<file path="src/xbar_pkg.sv">
/* Shared widths, register map and beat types for the two-port packet switch.
   Every switch module imports it, and so does the testbench. */
package xbar_pkg;

  localparam int DATA_W        = 64;                    // Stream data width
  localparam int DST_W         = 16;                    // Destination field in the header
  localparam int NUM_PORTS     = 2;                     // Inputs and outputs
  localparam int PORT_W        = $clog2(NUM_PORTS);     // Bits in an output number
  localparam int ROUTE_ENTRIES = 16;
  localparam int ROUTE_IDX_W   = $clog2(ROUTE_ENTRIES); // Indexed by dst low bits
  localparam int LOCAL_W       = 8;                     // Compared against dst upper byte
  localparam int REG_AW        = 14;
  localparam int REG_DW        = 32;

  localparam logic [REG_DW-1:0] XBAR_VERSION = 32'd1;

  // Register map, byte addresses
  localparam logic [REG_AW-1:0] REG_VERSION      = 14'h000;
  localparam logic [REG_AW-1:0] REG_NUM_PORTS    = 14'h004;
  localparam logic [REG_AW-1:0] REG_LOCAL_ADDR   = 14'h008;
  localparam logic [REG_AW-1:0] REG_ROUTE_BASE   = 14'h010; // Entry k at base + 4k
  localparam logic [REG_AW-1:0] REG_PKT_CNT_BASE = 14'h050; // Output j at base + 4j

  typedef struct packed {
    logic [DST_W-1:0] dst;
    logic [15:0]      src;
    logic [15:0]      length;
    logic [15:0]      rsvd;
  } hdr_word_t;

  // First beat of a packet is read as a header, the rest as raw payload
  typedef union packed {
    hdr_word_t         hdr;
    logic [DATA_W-1:0] raw;
  } beat_u;

  typedef struct packed {
    beat_u data;
    logic  last;   // Final beat of the packet
  } stream_beat_t;

  typedef struct packed {
    logic              valid;
    logic [PORT_W-1:0] port;   // Requested output
  } route_req_t;

  typedef logic [ROUTE_ENTRIES-1:0][PORT_W-1:0] route_table_t;

endpackage

</file>
<file path="src/xbar_regs.sv">
/* Register port of the switch. Holds the local address and route table and
   returns read data with a response pulse one cycle after each mapped read. */
`timescale 1ns/1ps

module xbar_regs (
  input  logic                         clk,
  input  logic                         reset,
  input  logic                         i_reg_wr_req,
  input  logic [xbar_pkg::REG_AW-1:0]  i_reg_wr_addr,
  input  logic [xbar_pkg::REG_DW-1:0]  i_reg_wr_data,
  input  logic                         i_reg_rd_req,
  input  logic [xbar_pkg::REG_AW-1:0]  i_reg_rd_addr,
  output logic [xbar_pkg::REG_DW-1:0]  o_reg_rd_data,
  output logic                         o_reg_rd_resp,
  input  logic [xbar_pkg::REG_DW-1:0]  i_pkt_cnt [xbar_pkg::NUM_PORTS],
  output logic [xbar_pkg::LOCAL_W-1:0] o_local_addr,
  output xbar_pkg::route_table_t       o_route_table
);
  import xbar_pkg::*;

  logic [REG_AW-1:0] wr_rt_off;
  logic [REG_AW-1:0] rd_rt_off;
  logic [REG_AW-1:0] rd_cnt_off;
  logic              wr_rt_hit;
  logic              rd_rt_hit;
  logic              rd_cnt_hit;
  logic              rd_hit;
  logic [REG_DW-1:0] rd_mux;

  // Offsets into the route and counter windows; below-base addresses wrap high
  assign wr_rt_off  = i_reg_wr_addr - REG_ROUTE_BASE;
  assign rd_rt_off  = i_reg_rd_addr - REG_ROUTE_BASE;
  assign rd_cnt_off = i_reg_rd_addr - REG_PKT_CNT_BASE;

  assign wr_rt_hit  = (wr_rt_off < REG_AW'(4 * ROUTE_ENTRIES)) && (wr_rt_off[1:0] == 2'b00);
  assign rd_rt_hit  = (rd_rt_off < REG_AW'(4 * ROUTE_ENTRIES)) && (rd_rt_off[1:0] == 2'b00);
  assign rd_cnt_hit = (rd_cnt_off < REG_AW'(4 * NUM_PORTS)) && (rd_cnt_off[1:0] == 2'b00);

  // Writes land on the request edge, read-only addresses fall through
  always_ff @(posedge clk) begin
    if (reset) begin
      o_local_addr  <= '0;
      o_route_table <= '0;   // Every entry points at the uplink
    end else if (i_reg_wr_req) begin
      if (i_reg_wr_addr == REG_LOCAL_ADDR) begin
        o_local_addr <= i_reg_wr_data[LOCAL_W-1:0];
      end else if (wr_rt_hit) begin
        o_route_table[wr_rt_off[2 +: ROUTE_IDX_W]] <= i_reg_wr_data[PORT_W-1:0];
      end
    end
  end

  // Read select over the whole map
  always_comb begin
    rd_hit = 1'b1;
    rd_mux = '0;
    if (i_reg_rd_addr == REG_VERSION) begin
      rd_mux = XBAR_VERSION;
    end else if (i_reg_rd_addr == REG_NUM_PORTS) begin
      rd_mux = REG_DW'(NUM_PORTS);
    end else if (i_reg_rd_addr == REG_LOCAL_ADDR) begin
      rd_mux = REG_DW'(o_local_addr);
    end else if (rd_rt_hit) begin
      rd_mux = REG_DW'(o_route_table[rd_rt_off[2 +: ROUTE_IDX_W]]);
    end else if (rd_cnt_hit) begin
      rd_mux = i_pkt_cnt[rd_cnt_off[2 +: PORT_W]];
    end else begin
      rd_hit = 1'b0;   // Unmapped, no response
    end
  end

  always_ff @(posedge clk) begin
    if (reset) begin
      o_reg_rd_resp <= 1'b0;
    end else begin
      o_reg_rd_resp <= i_reg_rd_req && rd_hit;   // Single cycle pulse
    end
  end

  always_ff @(posedge clk) begin
    if (i_reg_rd_req) begin
      o_reg_rd_data <= rd_mux;
    end
  end

endmodule

</file>
<file path="src/xbar_route_decode.sv">
/* Per-input route decoder. Works out the requested output from the header
   beat and holds that request until the packet's last beat is accepted. */
`timescale 1ns/1ps

module xbar_route_decode (
  input  logic                         clk,
  input  logic                         reset,
  input  xbar_pkg::stream_beat_t       i_beat,
  input  logic                         i_valid,
  input  logic                         i_accept,
  input  logic [xbar_pkg::LOCAL_W-1:0] i_local_addr,
  input  xbar_pkg::route_table_t       i_route_table,
  output xbar_pkg::route_req_t         o_req
);
  import xbar_pkg::*;

  hdr_word_t               hdr;
  logic [LOCAL_W-1:0]      dst_hi;
  logic [ROUTE_IDX_W-1:0]  dst_lo;
  logic [PORT_W-1:0]       hdr_port;
  logic [PORT_W-1:0]       held_port;
  logic                    in_pkt;

  assign hdr    = i_beat.data.hdr;   // Only meaningful while in_pkt is clear
  assign dst_hi = hdr.dst[DST_W-1 -: LOCAL_W];
  assign dst_lo = hdr.dst[ROUTE_IDX_W-1:0];

  // Foreign destinations go to the uplink, local ones through the table
  assign hdr_port = (dst_hi != i_local_addr) ? '0 : i_route_table[dst_lo];

  always_ff @(posedge clk) begin
    if (reset) begin
      in_pkt <= 1'b0;
    end else if (i_accept) begin
      in_pkt <= !i_beat.last;   // Single beat packets never enter
    end
  end

  // Latch on the header accept so table writes mid-packet do not move it
  always_ff @(posedge clk) begin
    if (i_accept && !in_pkt) begin
      held_port <= hdr_port;
    end
  end

  assign o_req.valid = in_pkt || i_valid;
  assign o_req.port  = in_pkt ? held_port : hdr_port;

endmodule

</file>
<file path="src/xbar_arbiter.sv">
/* Round-robin arbiter for one output. Grants one requesting input and keeps
   the grant until that input's last beat is accepted. */
`timescale 1ns/1ps

module xbar_arbiter (
  input  logic                           clk,
  input  logic                           reset,
  input  logic [xbar_pkg::PORT_W-1:0]    i_port_id,   // Tied per instance
  input  xbar_pkg::route_req_t           i_req [xbar_pkg::NUM_PORTS],
  input  logic [xbar_pkg::NUM_PORTS-1:0] i_accept_last,
  output logic [xbar_pkg::NUM_PORTS-1:0] o_grant,
  output logic                           o_busy
);
  import xbar_pkg::*;

  logic [NUM_PORTS-1:0] want;
  logic [PORT_W-1:0]    last_win;
  logic [PORT_W-1:0]    cand;
  logic [PORT_W-1:0]    pick;
  logic                 pick_vld;
  logic                 busy;

  always_comb begin
    for (int i = 0; i < NUM_PORTS; i++) begin
      want[i] = i_req[i].valid && (i_req[i].port == i_port_id);
    end
  end

  // Search starts just after the previous winner
  always_comb begin
    pick_vld = 1'b0;
    pick     = last_win;
    cand     = last_win;
    for (int k = 1; k <= NUM_PORTS; k++) begin
      cand = PORT_W'((int'(last_win) + k) % NUM_PORTS);
      if (!pick_vld && want[cand]) begin
        pick_vld = 1'b1;
        pick     = cand;
      end
    end
  end

  assign busy   = |o_grant;
  assign o_busy = busy;

  always_ff @(posedge clk) begin
    if (reset) begin
      o_grant  <= '0;
      last_win <= PORT_W'(NUM_PORTS - 1);   // Input 0 is favoured first
    end else if (busy) begin
      if (|(o_grant & i_accept_last)) begin
        o_grant <= '0;   // Free from the next cycle
      end
    end else if (pick_vld) begin
      o_grant  <= NUM_PORTS'(1) << pick;
      last_win <= pick;
    end
  end

endmodule

</file>
<file path="src/xbar_output_mux.sv">
/* Output stage. Steers granted input beats to each output with no added
   latency, returns ready to the granted input and counts finished packets. */
`timescale 1ns/1ps

module xbar_output_mux (
  input  logic                           clk,
  input  logic                           reset,
  input  xbar_pkg::stream_beat_t         i_in_beat [xbar_pkg::NUM_PORTS],
  input  logic [xbar_pkg::NUM_PORTS-1:0] i_in_valid,
  output logic [xbar_pkg::NUM_PORTS-1:0] o_in_ready,
  input  logic [xbar_pkg::NUM_PORTS-1:0] i_grant [xbar_pkg::NUM_PORTS],   // Per output
  output xbar_pkg::stream_beat_t         o_out_beat [xbar_pkg::NUM_PORTS],
  output logic [xbar_pkg::NUM_PORTS-1:0] o_out_valid,
  input  logic [xbar_pkg::NUM_PORTS-1:0] i_out_ready,
  output logic [xbar_pkg::NUM_PORTS-1:0] o_accept,
  output logic [xbar_pkg::NUM_PORTS-1:0] o_accept_last,
  output logic [xbar_pkg::REG_DW-1:0]    o_pkt_cnt [xbar_pkg::NUM_PORTS]
);
  import xbar_pkg::*;

  logic [NUM_PORTS-1:0] out_done;

  // Output side, idle outputs show a zero beat
  always_comb begin
    for (int o = 0; o < NUM_PORTS; o++) begin
      o_out_beat[o]  = '0;
      o_out_valid[o] = 1'b0;
      for (int i = 0; i < NUM_PORTS; i++) begin
        if (i_grant[o][i]) begin
          o_out_beat[o]  = i_in_beat[i];
          o_out_valid[o] = i_in_valid[i];
        end
      end
      out_done[o] = o_out_valid[o] && i_out_ready[o] && o_out_beat[o].last;
    end
  end

  // Input side, ready only comes through a held grant
  always_comb begin
    for (int i = 0; i < NUM_PORTS; i++) begin
      o_in_ready[i] = 1'b0;
      for (int o = 0; o < NUM_PORTS; o++) begin
        if (i_grant[o][i]) begin
          o_in_ready[i] = i_out_ready[o];
        end
      end
      o_accept[i]      = i_in_valid[i] && o_in_ready[i];
      o_accept_last[i] = o_accept[i] && i_in_beat[i].last;
    end
  end

  always_ff @(posedge clk) begin
    if (reset) begin
      for (int o = 0; o < NUM_PORTS; o++) begin
        o_pkt_cnt[o] <= '0;
      end
    end else begin
      for (int o = 0; o < NUM_PORTS; o++) begin
        if (out_done[o]) begin
          o_pkt_cnt[o] <= o_pkt_cnt[o] + 1'b1;   // Counts on the last beat edge
        end
      end
    end
  end

endmodule

</file>
<file path="src/xbar_top.sv">
/* Top level of the two-port packet switch. Joins the register block, the
   per-input route decoders, the per-output arbiters and the output stage. */
`timescale 1ns/1ps

module xbar_top (
  input  logic                           clk,
  input  logic                           reset,
  input  logic                           i_reg_wr_req,
  input  logic [xbar_pkg::REG_AW-1:0]    i_reg_wr_addr,
  input  logic [xbar_pkg::REG_DW-1:0]    i_reg_wr_data,
  input  logic                           i_reg_rd_req,
  input  logic [xbar_pkg::REG_AW-1:0]    i_reg_rd_addr,
  output logic [xbar_pkg::REG_DW-1:0]    o_reg_rd_data,
  output logic                           o_reg_rd_resp,
  input  xbar_pkg::stream_beat_t         i_in_beat [xbar_pkg::NUM_PORTS],
  input  logic [xbar_pkg::NUM_PORTS-1:0] i_in_valid,
  output logic [xbar_pkg::NUM_PORTS-1:0] o_in_ready,
  output xbar_pkg::stream_beat_t         o_out_beat [xbar_pkg::NUM_PORTS],
  output logic [xbar_pkg::NUM_PORTS-1:0] o_out_valid,
  input  logic [xbar_pkg::NUM_PORTS-1:0] i_out_ready
);
  import xbar_pkg::*;

  logic [LOCAL_W-1:0]   local_addr;
  route_table_t         route_table;
  logic [REG_DW-1:0]    pkt_cnt [NUM_PORTS];
  route_req_t           req [NUM_PORTS];          // Indexed by input
  logic [NUM_PORTS-1:0] grant [NUM_PORTS];        // Indexed by output, one-hot over inputs
  logic [NUM_PORTS-1:0] accept;
  logic [NUM_PORTS-1:0] accept_last;

  xbar_regs u_regs (
    .clk           (clk),
    .reset         (reset),
    .i_reg_wr_req  (i_reg_wr_req),
    .i_reg_wr_addr (i_reg_wr_addr),
    .i_reg_wr_data (i_reg_wr_data),
    .i_reg_rd_req  (i_reg_rd_req),
    .i_reg_rd_addr (i_reg_rd_addr),
    .o_reg_rd_data (o_reg_rd_data),
    .o_reg_rd_resp (o_reg_rd_resp),
    .i_pkt_cnt     (pkt_cnt),
    .o_local_addr  (local_addr),
    .o_route_table (route_table)
  );

  for (genvar p = 0; p < NUM_PORTS; p++) begin : g_port
    // Decoder for input p
    xbar_route_decode u_route_decode (
      .clk           (clk),
      .reset         (reset),
      .i_beat        (i_in_beat[p]),
      .i_valid       (i_in_valid[p]),
      .i_accept      (accept[p]),
      .i_local_addr  (local_addr),
      .i_route_table (route_table),
      .o_req         (req[p])
    );

    // Arbiter for output p
    xbar_arbiter u_arbiter (
      .clk           (clk),
      .reset         (reset),
      .i_port_id     (PORT_W'(p)),
      .i_req         (req),
      .i_accept_last (accept_last),
      .o_grant       (grant[p]),
      .o_busy        ()
    );
  end

  xbar_output_mux u_output_mux (
    .clk           (clk),
    .reset         (reset),
    .i_in_beat     (i_in_beat),
    .i_in_valid    (i_in_valid),
    .o_in_ready    (o_in_ready),
    .i_grant       (grant),
    .o_out_beat    (o_out_beat),
    .o_out_valid   (o_out_valid),
    .i_out_ready   (i_out_ready),
    .o_accept      (accept),
    .o_accept_last (accept_last),
    .o_pkt_cnt     (pkt_cnt)
  );

endmodule

</file>
<file path="config.mk">
export PLATFORM = sky130hd
export DESIGN_NAME = xbar_top
export DESIGN_NICKNAME = d
export VERILOG_FILES = /design/src/xbar_pkg.sv /design/src/xbar_regs.sv /design/src/xbar_route_decode.sv /design/src/xbar_arbiter.sv /design/src/xbar_output_mux.sv /design/src/xbar_top.sv
export SDC_FILE = /design/constraint.sdc
export NUM_CORES = 1
export LEC_CHECK = 0
export BUFFER_PORTS_ARGS = -buffer_cell sky130_fd_sc_hd__buf_2
export CAP_MARGIN = 30
export CORE_AREA = 2 2 144 146
export CTS_CLUSTER_SIZE = 28
export DETAILED_ROUTE_END_ITERATION = 12
export DIE_AREA = 0 0 146 148
export GPL_TIMING_DRIVEN = 0
export HOLD_SLACK_MARGIN = 0.05
export PLACE_DENSITY = 0.71
export SLEW_MARGIN = 10
export SYNTH_ARGS = -nofsm -noshare
export SYNTH_HDL_FRONTEND = slang
export SYNTH_SLANG_ARGS = --single-unit
</file>
<file path="constraint.sdc">
create_clock -name clk -period 4.6 [get_ports clk]
set_input_delay 1.15 -clock clk [delete_from_list [all_inputs] [get_ports clk]]
set_output_delay 1.15 -clock clk [all_outputs]
set_load 0.02 [all_outputs]
</file>
# Word level (Yosys, flattened, before mapping)
# Index checks and enable logic that the tools add are counted.
word_totals:
  word_cells: 177
  in_bits: 198
  ff_bits: 131
op_classes:
  order_cmp: 13
  n_mux: 59
  reduce_logical: 47
  addsub: 9
  n_eq_ne: 7
  bitwise: 9
  shift: 2
op_table:
  columns: ["op", "count"]
  rows:
  - ["$mux 65", 4]
  - ["$mux 32", 3]
  - ["$add 32x1->32 const B", 2]
  - ["$mux 1", 37]
  - ["$eq 14x4->1 const B", 2]
  - ["$lt 14x7->1 const B", 2]
  - ["$sub 14x5->14 const B", 2]
  - ["$mux 8", 3]
  - ["$logic_and 1x1->1", 21]
  - ["$lt 4x5->1 const B", 4]
  - ["$bwmux 16", 1]
  - ["$ne 8x8->1", 2]
  - ["$eq 14x3->1 const B", 1]
  - ["$logic_not 14->1", 1]
  - ["$lt 14x4->1 const B", 1]
  - ["$mux 2", 7]
  - ["$sub 14x7->14 const B", 1]
  - ["$bmux 1 s4", 3]
  - ["$reduce_and 2->1", 5]
  - ["$reduce_or 2->1", 5]
  - ["$lt 1x2->1 const B", 4]
  - ["$logic_not 1->1", 6]
  - ["$logic_not 2->1", 3]
  - ["$not 1->1", 6]
  - ["12 further kinds", 20]

# Longest topological paths before layout
# Gate-level depths: netlist of run 1.
logic_depth:
  word_depth: 15
  ltp_mapped: 8
  ltp_nobuf: 7

# By module
# From an unflattened synthesis of run 1, not the netlist that was laid out.
hier_totals:
  hier_cells: 1091
  hier_area_um2: 9031.2
by_module_without_submodules:
  columns: ["module", "seq_area_each_um2", "instances", "cells_each", "area_each_um2"]
  rows:
  - ["xbar_output_mux", 1281.2, 1, 709, 4989.8]
  - ["xbar_regs", 1461.4, 1, 282, 2995.4]
  - ["xbar_route_decode", 50.0, 2, 27, 319.1]
  - ["xbar_arbiter", 60.1, 2, 22, 200.2]
  - ["xbar_top", 0.0, 1, 2, 7.5]

# Least setup slack after synthesis of run 1
# OpenSTA, ideal clock, no wires.
synth_timing:
  kind: "in2out"
  start: "input port i_out_ready[0] (netlist name)"
  end: "output port o_in_ready[1] (netlist name)"
  arrival_time_ns: 1.815
  n_path_buf: 0
  setup_slack_ns: 1.635
  required_ns: 3.450
  stages: 2
  cell_sequence: "nand2_1 o21ai_0"
synth_between:
  elab_chain_cells: 2
synth_lines:
  columns: ["item", "line", "rtl"]
  rows:
  - ["start: declaration", "xbar_top.sv:20", "input logic [xbar_pkg::NUM_PORTS-1:0] i_out_ready"]
  - ["$mux 1 (2 in a row)", "xbar_output_mux.sv:43", "if (i_grant[o][i]) begin"]
  - ["end: declaration", "xbar_top.sv:17", "output logic [xbar_pkg::NUM_PORTS-1:0] o_in_ready,"]
# Every way passes these cells.

==> reports/qor.yml, run 1 <==
syn_area_um2: 8210
dp_hpwl_um: 26100
drv_cap: 0
fp.dieW_um: 146
fin_skew_ps: 11.3
tns_ps: 0
numCtsBuffers: 17
syn2layout_area_growth_pct: 32.6
synth.area.top_cells: "dfxtp_1 (24%), a22o_1 (14%), edfxtp_1 (12%)"
total_power_mw: 3.82
globalRoute.totalOverflow: 0
cts_tree: "built"
grt_max_degree: 34
viasPerCell: 5.87
place.gp.congestion: 0.975
setup_viol: 0
htreeDepth: 4
rows: 52
critical_path.top_delay_family: "buffers and inverters"
p_leak_nw: 4.58
drive_gt1_frac: 0.318
post_cts_buffers: 0
ios: 365
core_region_area_um2: 20000
grt_pass1_wl_um: 48300
antenna_found_initial: 5
synth_cell_types: 64
synth_largest_area_cell: "dfxtp_1"
final_cells: 1545
port_buffers: 333
grt_pass1_vias: 8402
crit_fanout: 10
rsz0062_at_grt: "no"
first_pass_iters: 5
post-route-period-util: 0.819
hold_violations: 0
dp.cells: 1510
drc: 0
vias: 9062
fin_crit_ps: 3770
dieArea_um2: 21600
cp-start-kind: "flop"
ys_warn_count: 0
crit_chain: "buf_2, nor2b_1, clkbuf_1, clkbuf_1, a22o_1, buf_2"
placed_area_um2: 10200
drtIter0Drc: 785
final_nets: 1462
worst_slew_pin_slew_ps: 794
fin_util: 0.543
slew_violations: 0
wl_um: 32500
hold_path_class: "flop to flop"
place_ws_ps: 973
cts_hold_buf: 0
slew-limit-headroom: 0.471
syn_inst: 907
fmax_mhz: 266
synth-seq-cells: 131
die-height_um: 148
groute.usage.overall: 0.288
avgSynthCellArea_um2: 9.05
arrival_ps: 2620
synth_edf_count: 34
cp_slowest_cell: "clkbuf_1"
cp-end-kind: "primary output"
synth_top_area_frac: 0.236
yosysSeqAreaShare: 0.361
postCtsResizedCells: 0
irDropWorstVdd_uv: 234
finalHoldWorstSlack_ps: 488
clock_sinks: 131
required_ps: 3450
cts_buffer_depth: 2
worst_slack_ps: 835
synth_commonest_cells: "a22o_1 (130), dfxtp_1 (97), nor2_1 (83), mux2i_1 (58), clkbuf_1 (49)"
clk_latency_ps: 430
post_drt_wl_per_cell_um: 21.0
status: "complete, no violations"
p_per_area_nw_per_um2: 351
synthFlopType: "dfxtp_1"
synthArstFlopShare: 0
synth_most_common_cell: "a22o_1"
drtAntennaViolNets: 0
cts-root-buf: "clkbuf_16"
cpPeakStageDelay_ps: 520
synth_nets: 1110
clkTransAtPathRegs_ps: 60
cp_num_buf_inv: 4
final_area_um2: 10900
crit_type: "flop to primary output"
start_util: 0.410
routing by layer:
| metal | wire length (µm) | track usage | up-vias |
|---|---|---|---|
| met3 | 2630 | 0.0815 | 93 |
| met4 | 1190 | 0.104 | 6 |
| met1 | 13200 | 0.362 | 4363 |
| met5 | 39 | 0 | - |
| li1 | - | - | 4179 |
| met2 | 15400 | 0.476 | 421 |
worst register-to-register path, stage by stage (launching register included):
cell      delay [ps]
dfxtp_1          300
buf_2            160
nand3b_1         190
a221oi_1         530
buf_4            280
nand4_1          290
nor4_1           440
mux2_2           380
registers in the layout, summed over array words and instances, names as in the netlist, 2 cells and up:
name                             flops
g_port.u_arbiter.last_win            2
g_port.u_arbiter.o_grant             4
g_port.u_route_decode.held_port      2
g_port.u_route_decode.in_pkt         2
u_output_mux.o_pkt_cnt              64
u_regs.o_local_addr                  8
u_regs.o_reg_rd_data                32
u_regs.o_route_table                16
final cells by class:
class                           count  area [µm²]
Fill cell                        1877        9150
Multi-Input combinational cell    678        4860
Sequential cell                   131        2960
Timing Repair Buffer              333        1670
Clock buffer                       18         429
Tap cell                          270         338
Buffer                             70         284
Clock inverter                     14         235
Inverter                           28         105
Antenna cell                        3        7.51
power breakdown:
group / leakage, nW / total (mW) / switching [mW] / internal, mW
Clock: 0.318 / 1.53 / 0.516 / 1.01
Sequential: 1.11 / 1.22 / 0.0113 / 1.21
Combinational: 3.15 / 1.08 / 0.711 / 0.366
worst paths after layout:
| kind | from | endpoint | slack [ps] | cells past startpoint |
|---|---|---|---|---|
| setup / recovery | g_port[1].u_arbiter.o_grant[0] | o_out_beat[19] | 830 | 6 |
| hold reg to reg | u_output_mux.o_pkt_cnt[63] | u_output_mux.o_pkt_cnt[63] | 490 | 2 |
| hold / removal | u_output_mux.o_pkt_cnt[63] | u_output_mux.o_pkt_cnt[63] | 490 | 2 |
| setup reg to reg | g_port[1].u_arbiter.o_grant[1] | u_output_mux.o_pkt_cnt[31] | 1910 | 7 |
cell usage in the layout (no fill, tap or decap), drive strengths merged, types with 5 or more instances in the layout:
| cell type | instances |
|---|---|
| nor4 | 16 |
| o21a | 5 |
| o2bb2ai | 6 |
| nand4 | 25 |
| buf | 352 |
| and4 | 6 |
| nand2 | 41 |
| o21ai | 34 |
| or4 | 15 |
| edfxtp | 34 |
| o31ai | 17 |
| clkinv | 6 |
| clkbuf | 69 |
| nand3 | 27 |
| or3 | 29 |
| ha | 5 |
| dfxtp | 97 |
| nor2b | 12 |
| a21oi | 42 |
| and3 | 6 |
| nand3b | 5 |
| a22o | 130 |
| xnor2 | 13 |
| mux4 | 13 |
| inv | 28 |
| and2 | 8 |
| xor2 | 21 |
| nor2 | 83 |
| bufinv | 6 |
| mux2i | 58 |
| or2 | 6 |
| nor3 | 19 |
logic make-up (layout without fill, tap and decap cells):
logic type	Yosys count	count (layout)	synth area share
fa+ha+maj	5	5	0.00762
buf+inv	98	463	0.0474
mux	75	75	0.112
compound gates	261	261	0.239
simple gates	303	303	0.198
other cells	0	3	0
xor+xnor	34	34	0.0363
flops	131	131	0.361
Note: power is estimated with default switching activity, not from simulation.
==> run 2, diff against run 1 <==
--- a/config.mk
+++ b/config.mk
@@ -7,13 +7,13 @@
 export LEC_CHECK = 0
 export BUFFER_PORTS_ARGS = -buffer_cell sky130_fd_sc_hd__buf_2
 export CAP_MARGIN = 30
-export CORE_AREA = 2 2 144 146
+export CORE_AREA = 2 2 140 142
 export CTS_CLUSTER_SIZE = 28
 export DETAILED_ROUTE_END_ITERATION = 12
-export DIE_AREA = 0 0 146 148
+export DIE_AREA = 0 0 142 144
 export GPL_TIMING_DRIVEN = 0
 export HOLD_SLACK_MARGIN = 0.05
-export PLACE_DENSITY = 0.71
+export PLACE_DENSITY = 0.77
 export SLEW_MARGIN = 10
 export SYNTH_ARGS = -nofsm -noshare
 export SYNTH_HDL_FRONTEND = slang
==> constraint.sdc (replaced) <==
create_clock -name clk -period 3.06 [get_ports clk]
set_input_delay 0.765 -clock clk [delete_from_list [all_inputs] [get_ports clk]]
set_output_delay 0.765 -clock clk [all_outputs]
set_load 0.02 [all_outputs]
==> run 2 against run 1 <==
Sequential power increased by 50%. Wire length increased by 0.40%. Total power increased by 49%. Clock power increased by 48%. First-iteration DRC count increased by 18%.
==> reports/qor.yml, run 2 (synthesis results as in run 1) <==
status: "complete, no violations"
start_util: 0.430
clkTransAtPathRegs_ps: 60
drv_cap: 0
post_drt_wl_per_cell_um: 21.5
drive_gt1_frac: 0.332
vias: 9236
die-height_um: 144
final_common_cell: "buf_2"
clk_latency_ps: 430
grt_pass1_wl_um: 47400
numCtsBuffers: 17
finalHoldWorstSlack_ps: 485
crit_fanout: 10
tns_ps: 0
fillers: 1709
regMostFlops: "u_output_mux.o_pkt_cnt"
cts_buffer_depth: 2
port_buffers: 333
hold_violations: 0
arrival_ps: 2220
viasPerCell: 6.08
worst_slew_pin_slew_ps: 770
ios: 365
fmax_mhz: 335
globalRoute.totalOverflow: 0
wl_um: 32600
final_nets: 1462
rows: 51
antenna_found_initial: 10
htreeDepth: 4
clock_sinks: 131
rsz0062_at_grt: "no"
cp_slowest_cell: "clkbuf_1"
p_leak_nw: 4.63
cp-end-kind: "primary output"
syn2layout_area_growth_pct: 32.5
first_pass_iters: 7
post-route-period-util: 0.976
crit_chain: "buf_2, nor2b_1, clkbuf_2, clkbuf_1, a22o_1, buf_2"
grt_max_degree: 34
slew-limit-headroom: 0.473
routed-wl-met3_um: 3760
crit_type: "flop to primary output"
largest_reg_flops: 64
dp_hpwl_um: 25900
fp.dieW_um: 142
met1_length_um: 12000
hold_path_class: "flop to flop"
grt_pass1_vias: 8521
total_power_mw: 5.71
top_regs: "u_output_mux.o_pkt_cnt (64), u_regs.o_reg_rd_data (32), u_regs.o_route_table (16)"
top_layer: "met5"
required_ps: 2290
p_per_area_nw_per_um2: 525
dieArea_um2: 20400
cpPeakStageDelay_ps: 410
groute.usage.overall: 0.305
setup_viol: 0
drc: 0
slew_violations: 0
drtIter0Drc: 924
crit_top_cell: "buf_2"
place.gp.congestion: 0.995
drtAntennaViolNets: 0
fin_skew_ps: 16.0
cts_tree: "built"
wl_met2_um: 14900
cts-root-buf: "clkbuf_16"
irDropWorstVdd_uv: 376
core_region_area_um2: 19100
fin_crit_ps: 2990
final_cell_mix: "buf_2 (340), a22o_1 (130), dfxtp_1 (97)"
post_cts_buffers: 0
cp-start-kind: "flop"
## run 2: worst paths after layout
| kind | from | to | slack (ps) | cells past startpoint |
|---|---|---|---|---|
| setup / recovery | g_port[1].u_arbiter.o_grant[0] | o_out_beat[10] | 70 | 6 |
| hold / removal | u_output_mux.o_pkt_cnt[63] | u_output_mux.o_pkt_cnt[63] | 480 | 2 |
| hold reg to reg | u_output_mux.o_pkt_cnt[63] | u_output_mux.o_pkt_cnt[63] | 480 | 2 |
| setup reg to reg | g_port[1].u_arbiter.o_grant[1] | u_output_mux.o_pkt_cnt[31] | 370 | 7 |
## run 2: routing by layer
metal	vias to the layer above	track usage
met3	131	0.126
li1	4198	-
met2	532	0.483
met4	8	0.167
met1	4367	0.348
met5	-	0.0301
## run 2: cell type report
type / count / area (µm²) / share of cell area
repair buffers: 333 / 1670 / 0.153
clock buffers: 19 / 453 / 0.0416
flip-flops and latches: 131 / 2960 / 0.272
clock inverters: 13 / 204 / 0.0187
multi-input cells: 678 / 4870 / 0.447
diodes: 9 / 22.5 / 0.00207
inverters: 28 / 105 / 0.00966
well taps: 238 / 298 / 0.0274
plain buffers: 70 / 304 / 0.0279
## run 2: through the flow
step | util | worst slack [ps] | std cells | cell area [µm²]
floorplan | - | 541 | 907 | 8210
global placement | 0.533 | -204 | 1478 | 10200
detailed placement | 0.533 | -256 | 1478 | 10200
CTS | 0.569 | 62.7 | 1510 | 10900
global route | 0.569 | 10.6 | 1512 | 10900
finish | 0.570 | 74.0 | 1519 | 10900
## run 2: repair_timing
item / 4_1_cts / 5_1_grt
gates resized for setup: 13 / 6
hold endpoints to repair: 0 / 0
setup endpoints to repair: 81 / 18
hold buffers: 0 / 0
## run 2: where the power goes
part | internal [mW] | switching, mW
registers | 1.81 | 0.0177
logic | 0.558 | 1.05
clock network | 1.49 | 0.785
total | 3.86 | 1.86
## run 2: critical path: cells and delay by family (launching register included)
family | cells | cell delay (ps)
and+or+nand+nor | 1 | 150
buffers and inverters | 4 | 1070
DFF | 1 | 300
AOI/OAI and AO/OA | 1 | 260
